File: src/pipe_pkg.sv
package pipe_pkg;

    // instruction address width
    localparam int PC_W = 32;

    typedef logic [PC_W-1:0] pc_t;

    // retired instruction counter
    typedef logic [31:0] count_t;

    // first fetch address after reset
    localparam pc_t RESET_PC = 32'h1C00_0000;

    localparam int unsigned PC_STEP = 4;        // bytes per instruction

    // stages between fetch and write-back: ID, EX, MEM0, MEM1, MEM2
    localparam int NUM_STAGES = 5;

endpackage

File: src/fetch_unit.sv
`timescale 1ns/1ns

module fetch_unit (
    input  logic          clk_i,
    input  logic          rst_i,
    input  logic          fetch_grant_i,     // bus arbiter response
    input  logic          redirect_i,        // taken jump, one cycle
    input  pipe_pkg::pc_t redirect_pc_i,
    input  logic          next_allow_in_i,   // first stage accepts
    output logic          fetch_valid_o,
    output pipe_pkg::pc_t fetch_pc_o
);

    import pipe_pkg::*;

    logic slot_valid_q;     // fetch slot occupied
    pc_t  pc_q;
    logic fetch_over;       // address granted by the bus this cycle
    logic hand_off;         // address moves into the first stage
    logic pc_advance;       // pc takes a new value at this edge

    // the slot fills right after reset and stays full
    always_ff @(posedge clk_i) begin
        if (rst_i) begin
            slot_valid_q <= 1'b0;
        end else begin
            slot_valid_q <= 1'b1;
        end
    end

    assign fetch_over = slot_valid_q & fetch_grant_i;

    // a taken jump kills the address currently in fetch
    assign fetch_valid_o = fetch_over & ~redirect_i;

    assign hand_off   = fetch_valid_o & next_allow_in_i;
    assign pc_advance = hand_off | redirect_i;  // jump wins over any stall

    always_ff @(posedge clk_i) begin
        if (rst_i) begin
            pc_q <= RESET_PC;
        end else if (pc_advance) begin
            if (redirect_i) begin
                pc_q <= redirect_pc_i;
            end else begin
                pc_q <= pc_q + pc_t'(PC_STEP);  // sequential fetch
            end
        end
    end

    assign fetch_pc_o = pc_q;

    // every address held in fetch sits on an instruction boundary
    a_pc_aligned: assert property (
        @(posedge clk_i) disable iff (rst_i)
        slot_valid_q |-> ((fetch_pc_o % PC_STEP) == 0)
    );

endmodule

File: src/pipe_stage.sv
`timescale 1ns/1ns

module pipe_stage (
    input  logic          clk_i,
    input  logic          rst_i,
    input  logic          prev_valid_i,      // upstream offers an item
    input  pipe_pkg::pc_t prev_pc_i,
    input  logic          next_allow_in_i,   // downstream accepts
    output logic          allow_in_o,
    output logic          valid_o,
    output pipe_pkg::pc_t pc_o
);

    import pipe_pkg::*;

    logic valid_q;
    pc_t  pc_q;         // instruction address, payload only
    logic stage_over;   // work in this stage is finished

    // single cycle stage, done as soon as it holds an item
    assign stage_over = valid_q;

    // accept when empty, or when done and the next stage takes our item
    assign allow_in_o = ~valid_q | (stage_over & next_allow_in_i);

    always_ff @(posedge clk_i) begin
        if (rst_i) begin
            valid_q <= 1'b0;
        end else if (allow_in_o) begin
            valid_q <= prev_valid_i;    // bubble if upstream is empty
        end
    end

    always_ff @(posedge clk_i) begin
        if (allow_in_o && prev_valid_i) begin
            pc_q <= prev_pc_i;
        end
    end

    assign valid_o = valid_q;
    assign pc_o    = pc_q;

    // back-pressure: a blocked full stage keeps its item intact
    a_hold_on_stall: assert property (
        @(posedge clk_i) disable iff (rst_i)
        (valid_o && !next_allow_in_i) |=> (valid_o && $stable(pc_o))
    );

endmodule

File: src/retire_unit.sv
`timescale 1ns/1ns

module retire_unit (
    input  logic             clk_i,
    input  logic             rst_i,
    input  logic             prev_valid_i,     // item from last stage
    input  pipe_pkg::pc_t    prev_pc_i,
    input  logic             retire_ready_i,   // write-back completion
    output logic             allow_in_o,
    output logic             retire_valid_o,
    output pipe_pkg::pc_t    retire_pc_o,
    output pipe_pkg::count_t retired_count_o
);

    import pipe_pkg::*;

    logic   valid_q;
    pc_t    pc_q;
    count_t count_q;
    logic   retire_fire;    // item leaves the pipeline at this edge

    // write-back slot is done once the outside reports completion
    assign allow_in_o  = ~valid_q | retire_ready_i;
    assign retire_fire = valid_q & retire_ready_i;

    always_ff @(posedge clk_i) begin
        if (rst_i) begin
            valid_q <= 1'b0;
        end else if (allow_in_o) begin
            valid_q <= prev_valid_i;
        end
    end

    always_ff @(posedge clk_i) begin
        if (allow_in_o && prev_valid_i) begin
            pc_q <= prev_pc_i;
        end
    end

    always_ff @(posedge clk_i) begin
        if (rst_i) begin
            count_q <= '0;
        end else if (retire_fire) begin
            count_q <= count_q + count_t'(1);
        end
    end

    assign retire_valid_o  = valid_q;
    assign retire_pc_o     = pc_q;
    assign retired_count_o = count_q;

    // an empty slot can never bump the counter
    a_count_needs_valid: assert property (
        @(posedge clk_i) disable iff (rst_i)
        !retire_valid_o |=> (retired_count_o == $past(retired_count_o))
    );

endmodule

File: src/pipe_core.sv
`timescale 1ns/1ns

module pipe_core (
    input  logic             clk_i,
    input  logic             rst_i,
    input  logic             fetch_grant_i,
    input  logic             redirect_i,
    input  logic             retire_ready_i,
    input  pipe_pkg::pc_t    redirect_pc_i,
    output pipe_pkg::pc_t    fetch_pc_o,
    output pipe_pkg::pc_t    retire_pc_o,
    output logic             retire_valid_o,
    output pipe_pkg::count_t retired_count_o
);

    import pipe_pkg::*;

    // link i feeds stage i; link 0 comes from fetch, the last goes to retire
    logic [NUM_STAGES:0] link_valid;
    pc_t                 link_pc [NUM_STAGES+1];

    // allow_in of stage i, top entry belongs to retire
    logic [NUM_STAGES:0] link_allow;

    fetch_unit u_fetch (
        .clk_i           (clk_i),
        .rst_i           (rst_i),
        .fetch_grant_i   (fetch_grant_i),
        .redirect_i      (redirect_i),
        .redirect_pc_i   (redirect_pc_i),
        .next_allow_in_i (link_allow[0]),
        .fetch_valid_o   (link_valid[0]),
        .fetch_pc_o      (link_pc[0])
    );

    assign fetch_pc_o = link_pc[0];

    // ID, EX, MEM0, MEM1, MEM2
    for (genvar i = 0; i < NUM_STAGES; i++) begin : g_stage
        pipe_stage u_stage (
            .clk_i           (clk_i),
            .rst_i           (rst_i),
            .prev_valid_i    (link_valid[i]),
            .prev_pc_i       (link_pc[i]),
            .next_allow_in_i (link_allow[i+1]),
            .allow_in_o      (link_allow[i]),
            .valid_o         (link_valid[i+1]),
            .pc_o            (link_pc[i+1])
        );
    end

    retire_unit u_retire (
        .clk_i           (clk_i),
        .rst_i           (rst_i),
        .prev_valid_i    (link_valid[NUM_STAGES]),
        .prev_pc_i       (link_pc[NUM_STAGES]),
        .retire_ready_i  (retire_ready_i),
        .allow_in_o      (link_allow[NUM_STAGES]),
        .retire_valid_o  (retire_valid_o),
        .retire_pc_o     (retire_pc_o),
        .retired_count_o (retired_count_o)
    );

endmodule

File: config.mk
export PLATFORM = sky130hd
export DESIGN_NAME = pipe_core
export DESIGN_NICKNAME = d
export VERILOG_FILES = /design/src/pipe_pkg.sv /design/src/fetch_unit.sv /design/src/pipe_stage.sv /design/src/retire_unit.sv /design/src/pipe_core.sv
export SDC_FILE = /design/constraint.sdc
export NUM_CORES = 1
export LEC_CHECK = 0
export BUFFER_PORTS_ARGS = -buffer_cell sky130_fd_sc_hd__buf_4
export CORE_MARGIN = 4
export CORE_UTILIZATION = 45
export DETAILED_ROUTE_END_ITERATION = 6
export PLACE_DENSITY = 0.72
export SYNTH_ARGS = -nofsm -noshare
export SYNTH_HDL_FRONTEND = slang
export SYNTH_SLANG_ARGS = --single-unit
File: constraint.sdc
create_clock -name clk_i -period 4.24 [get_ports clk_i]
set_input_delay 1.272 -clock clk_i [delete_from_list [all_inputs] [get_ports clk_i]]
set_output_delay 1.272 -clock clk_i [all_outputs]
set_load 0.005 [all_outputs]
==> results of run 1 <==
area by class of cell:
| cell class | count | area share (%) |
|---|---|---|
| Sequential cell | 263 | 62.9 |
| Tap cell | 270 | 2.96 |
| Multi-Input combinational cell | 333 | 18.0 |
| Timing Repair Buffer | 139 | 9.13 |
| Clock buffer | 31 | 5.76 |
| Clock inverter | 14 | 0.701 |
| Inverter | 16 | 0.569 |
sequential cells by signal, summed over array words and instances, names as in the netlist:
name                      count
u_retire.retired_count_o     32
u_retire.retire_pc_o         32
u_fetch.fetch_pc_o           32
u_fetch.slot_valid_q          1
u_retire.retire_valid_o       1
g_stage.u_stage.pc_o        160
g_stage.u_stage.valid_o       5
where the power goes:
group	internal, µW	leakage (µW)	switching [µW]
logic	69.8	0.00123	77.9
registers	2780	0.00232	43.7
clock network	1110	0.000366	871
worst max-delay path, cell delays in order:
cell      delay [ns]
buf_4           0.14
and4b_1         0.48
a21o_1          0.63
inv_6           0.30
nor2_1          0.43
a21oi_1         0.08
a311oi_1        0.27
kinds of logic after synthesis:
logic type               after synthesis
adder cells (fa/ha/maj)                2
AO/OA/AOI/OAI                         92
flip-flops                           263
AND/OR/NAND/NOR                      204
buffers and inverters                 40
XOR/XNOR                              29
multiplexers                           6
worst max-delay path by stage:
| stage | end | slack (ns) | cells past startpoint |
|---|---|---|---|
| 6_report | u_fetch.fetch_pc_o[13] | 1.03 | 7 |
| 5_1_grt | u_fetch.fetch_pc_o[12] | 0.93 | 7 |
| 4_1_cts | u_fetch.fetch_pc_o[13] | 1.10 | 7 |
| 3_5_place_dp | u_fetch.fetch_pc_o[13] | 0.57 | 7 |
| 3_3_place_gp | u_fetch.fetch_pc_o[13] | 0.62 | 7 |
| 2_1_floorplan | u_retire.retire_pc_o[0] | 0.09 | 2 |
per-stage QoR:
| step | area (µm²) | util (%) | total power [µW] | instances |
|---|---|---|---|---|
| after global routing | 11400 | 56.1 | 5140 | 1066 |
| after global placement | 10700 | 52.5 | 3030 | 1021 |
| after floorplan | 9390 | - | 2940 | 636 |
| after detailed placement | 10700 | 52.5 | 3030 | 1021 |
| final | 11400 | 56.1 | 4950 | 1066 |
| after CTS | 11400 | 56.1 | 5000 | 1066 |
layout by cell type (no fill, tap or decap), types with 7 or more instances in the layout:
cell type    n
nand3_1     18
or3_1        9
nor4_1      17
nand4_1     16
nor2_1      48
dfxtp_1     71
buf_4      139
edfxtp_1   192
nor3_1      18
a21oi_1     38
and4_1      11
clkbuf_16   25
nand2_1     39
inv_1       15
xnor2_1     25
clkinv_2     7
and3_1      10
o21ai_0     14
layer usage:
layer | vias to the layer above | global-route usage, %
met1 | 2562 | 19.1
met2 | 183 | 22.4
met3 | 43 | 3.12
met5 | - | 0
li1 | 2711 | -
met4 | 0 | 5.39
==> metrics.yaml, run 1 <==
status: "finished, final reports clean"
start_util_pct: 46.1
async_flop_share_pct: 0
fill_cells: 1642
die_area_um2: 23300
syn2layout_area_growth_pct: 21.7
drive_gt1_share_pct: 24.0
synth_nets: 675
htreeDepth: 1
gr-total-overflow: 0
worst_pin_slew_ns: 1.06
port_buffers: 133
slew_violations: 0
post-cts-setup-buffer-count: 0
first_global_vias: 5283
cp.required_ns: 4.65
tns_ns: 0
cts_root_buf: "clkbuf_16"
diodes: 0
synthXorXnorAreaFrac_pct: 2.70
clk_latency_ns: 0.50
crit_path_start: "retire_ready_i"
core_um2: 20400
synthAdderAreaFrac_pct: 0.266
cts.sinks: 263
via_count: 5499
wl_met2_um: 7750
syn_inst: 636
antenna_found_initial: 0
r2r-end: "u_fetch.fetch_pc_o[13]"
wl_met1_um: 7260
seq_area_um2: 7190
whs_ns: 0.414
hold_end: "g_stage[1].u_stage.pc_o[20]"
rsz0062_at_grt: "false"
cts_hold_buf: 0
period_share_pct: 75.7
synth.yosys.seq_area_share_pct: 76.5
whs_path_depth: 0
numCtsBuffers: 25
cts_buffer_depth: 3
via_per_inst: 5.16
crit_fanout: 46
synth_flop_cell: "edfxtp_1"
grt_max_degree: 74
ios: 134
setup_viol: 0
synth_top_cells_by_count: "192 x edfxtp_1, 71 x dfxtp_1, 48 x nor2_1"
synth_edf_count: 192
fp.dieH_um: 152
leakage_uw: 0.00391
firstDrtPassIters: 5
layout.nets: 817
die_w_um: 152
ys_warn_count: 0
hold_path_class: "flop to flop"
ctsResizeCount: 0
rrSetupSlack_ns: 1.39
drt_iter0_markers: 378
final_antenna_net_count: 0
syn_area_um2: 9390
dpl.hpwl_um: 11200
fp-row-count: 52
fmax_ghz: 0.312
tritoncts: "built"
fin_skew_ns: 0.0103
slew_headroom_pct: 29.5
drv_cap: 0
finalCriticalPeriod_ns: 3.21
synth_compound_area_share_pct: 6.13
irDropWorstVdd_v: 0.000274
grt_pass1_wl_um: 27300
cp-end-kind: "flop"
arrival_ns: 3.62
synthMuxAreaShare_pct: 0.693
synth_cell_type_count: 57
wl_met3_um: 1160
top_layer_used: "met4"
startpoint_type: "input pin"
setup_slack_ns: 1.03
drt-total-wl_um: 16700
synth.most_common_cell: "edfxtp_1"
place_ws_ns: 0.569
grt_use_total_pct: 14.1
avgSynthCellArea_um2: 14.8
wire_per_inst_um: 15.7
criticalPathCategory: "input pin to flop"
synth_seq_cells: 263
synth.top_cell.area_share_pct: 61.4
yosys.area_share.simple_pct: 11.7
timing.rr.start: "u_retire.retire_valid_o"
synth.area.top_cells: "edfxtp_1 61%, dfxtp_1 15%, xnor2_1 2.3%, a21oi_1 2.0%, nor2_1 1.9%"
p_per_area_nw_per_um2: 433
place.gp.congestion: 0.806
drcViolationCount: 0
synth_top_family_by_area: "simple AND/OR/NAND/NOR gates"
multi_input_area_um2: 2060
clk_pin_slew_ns: 0.06
min-delay-start: "g_stage[0].u_stage.pc_o[20]"
finalHoldViolCount: 0
yosysTopAreaCell: "edfxtp_1"
reg2reg_depth: 6
Power figures use the tool's default switching activity.
==> inputs of run 2 (changes only) <==
Settings changed: PLACE_DENSITY 0.72 to 0.69.
Clock period 4.24 ns to 3 ns, I/O delays scaled along.
==> metrics.yaml, run 2 (same netlist as run 1, synthesis figures left out) <==
rsz0062_at_grt: "false"  # unchanged
drt-total-wl_um: 17800  # was 16700 µm
drt_iter0_markers: 343  # was 378
slew_violations: 0  # unchanged
drcViolationCount: 0  # unchanged
tritoncts: "built"  # unchanged
final_common_cell: "edfxtp_1"  # unchanged
crit_fanout: 10  # was 46
place.gp.congestion: 0.870  # was 0.806
via_count: 5603  # was 5499
gr-total-overflow: 0  # unchanged
clk_latency_ns: 0.52  # was 0.50 ns
startpoint_type: "flop"  # was input pin
hold_path_class: "flop to flop"  # unchanged
antenna_found_initial: 0  # unchanged
p_per_area_nw_per_um2: 635  # was 433 nW/µm²
finalHoldViolCount: 0  # unchanged
dpl.hpwl_um: 12100  # was 11200 µm
diodes: 0  # unchanged
cp.required_ns: 3.45  # was 4.65 ns
power_uw: 7370  # was 4950 µW
dp_cells: 1028  # was 1021
final_antenna_net_count: 0  # unchanged
first_global_vias: 5646  # was 5283
clockPowerShare_pct: 42.8  # was 39.9%
wire_per_inst_um: 16.6  # was 15.7 µm
final_util_pct: 57.0  # was 56.1%
p_int_uw: 5940  # was 3960 µW
fp-row-count: 52  # unchanged
fin_skew_ns: 0.0209  # was 0.0103 ns
irDropWorstVdd_v: 0.000434  # was 0.000274 V
grt_use_total_pct: 15.1  # was 14.1%
cts.sinks: 263  # unchanged
die_w_um: 152  # unchanged
port_buffers: 133  # unchanged
status: "finished, final reports clean"  # unchanged
rrSetupSlack_ns: 0.76  # was 1.39 ns
whs_ns: 0.405  # was 0.414 ns
grt_pass1_wl_um: 29300  # was 27300 µm
ios: 134  # unchanged
fmax_ghz: 0.446
fp.dieH_um: 152  # unchanged
setup_slack_ns: 0.759  # was 1.03 ns
die_area_um2: 23300  # unchanged
worst_pin_slew_ns: 0.796  # was 1.06 ns
finalCriticalPeriod_ns: 2.24
ctsResizeCount: 0  # unchanged
final_cell_mix: "192 x edfxtp_1, 146 x buf_4, 71 x dfxtp_1, 48 x nor2_1, 39 x nand2_1"  # was 192 x edfxtp_1, 139 x buf_4, 71 x dfxtp_1, 48 x nor2_1, 39 x nand2_1
p_sw_share_pct: 19.5  # was 20.0%
cp-end-kind: "flop"  # unchanged
cts_buffer_depth: 3  # unchanged
htreeDepth: 1  # unchanged
instances_no_fill: 1076  # was 1066
leakage_uw: 0.00401  # was 0.00391 µW
layout.nets: 825  # was 817
syn2layout_area_growth_pct: 23.5  # was 21.7%
firstDrtPassIters: 4  # was 5
place_ws_ns: 0.474  # was 0.569 ns
grt_max_degree: 42  # was 74
power_frac_seq_pct: 54.3  # was 57.1%
numCtsBuffers: 26  # was 25
via_per_inst: 5.21  # was 5.16
post-cts-setup-buffer-count: 0  # unchanged
power.share.combinational_pct: 2.9  # was 3.0%
largest_reg_flops: 160  # unchanged
core_um2: 20400  # unchanged
cts_hold_buf: 0  # unchanged
setup_viol: 0  # unchanged
slew_headroom_pct: 46.5  # was 29.5%
period_share_pct: 74.7
start_util_pct: 46.1  # unchanged
criticalPathCategory: "flop to flop"  # was input pin to flop
p_sw_uw: 1430  # was 992 µW
arrival_ns: 2.69  # was 3.62 ns
fill_cells: 1596  # was 1642
clk_pin_slew_ns: 0.06  # about the same
cts_root_buf: "clkbuf_16"  # unchanged
drive_gt1_share_pct: 24.8  # was 24.0%
drv_cap: 0  # unchanged
[run 2: cell types whose count changed in the layout (fill, tap and decap cells not counted), moves of 2 or more]
| cell | change |
|---|---|
| bufinv_16 | +2 |
| clkbuf_8 | +2 |
| buf_4 | +7 |
| clkinv_2 | -4 |
| clkinv_1 | +2 |
| clkinv_4 | -3 |
| clkbuf_16 | +2 |
[run 2: power groups by stage]
stage,logic (µW),registers [µW],clock network [µW]
3_5_place_dp,214,4080,0
5_1_grt,232,4000,3410
6_report,214,4000,3160
3_3_place_gp,208,4070,0
4_1_cts,215,4000,3240
2_1_floorplan,95.6,4050,0
[run 2: cell type report]
class	count	area [µm²]	share of cell area, %
flip-flops and latches	263	7190	61.9
multi-input cells	333	2060	17.7
repair buffers	146	1100	9.45
clock buffers	35	739	6.37
well taps	270	338	2.91
clock inverters	13	121	1.05
inverters	16	65.1	0.561
[run 2: worst paths after layout]
path | from | endpoint | depth (start not counted)
hold / removal | g_stage[0].u_stage.pc_o[24] | g_stage[1].u_stage.pc_o[24] | 0
setup / recovery | u_fetch.fetch_pc_o[9] | u_fetch.fetch_pc_o[23] | 5
setup reg to reg | u_fetch.fetch_pc_o[9] | u_fetch.fetch_pc_o[23] | 5
hold reg to reg | g_stage[0].u_stage.pc_o[24] | g_stage[1].u_stage.pc_o[24] | 0
[run 2: per-stage QoR]
stage	TNS, ns	cell area, µm²
floorplan	-6.68	9400
global placement	0	10700
detailed placement	0	10700
CTS	0	11600
global route	0	11600
finish	0	11600
[run 2: per-layer routing]
layer  vias up  track usage (%)  part of all wire, %
li1       2721                -                    -
met1      2645             20.3                   42
met2       209             25.1                   49
met3        28             3.24                  6.5
met4         0             4.54                  2.0
met5         -                0                    0
[run 2: worst max-delay path, cell delays in order (launching register included)]
cell	delay [ns]
dfxtp_1	0.52
nand4_1	0.19
nor3_1	0.69
nand3_1	0.20
or3_1	0.38
a31oi_1	0.17
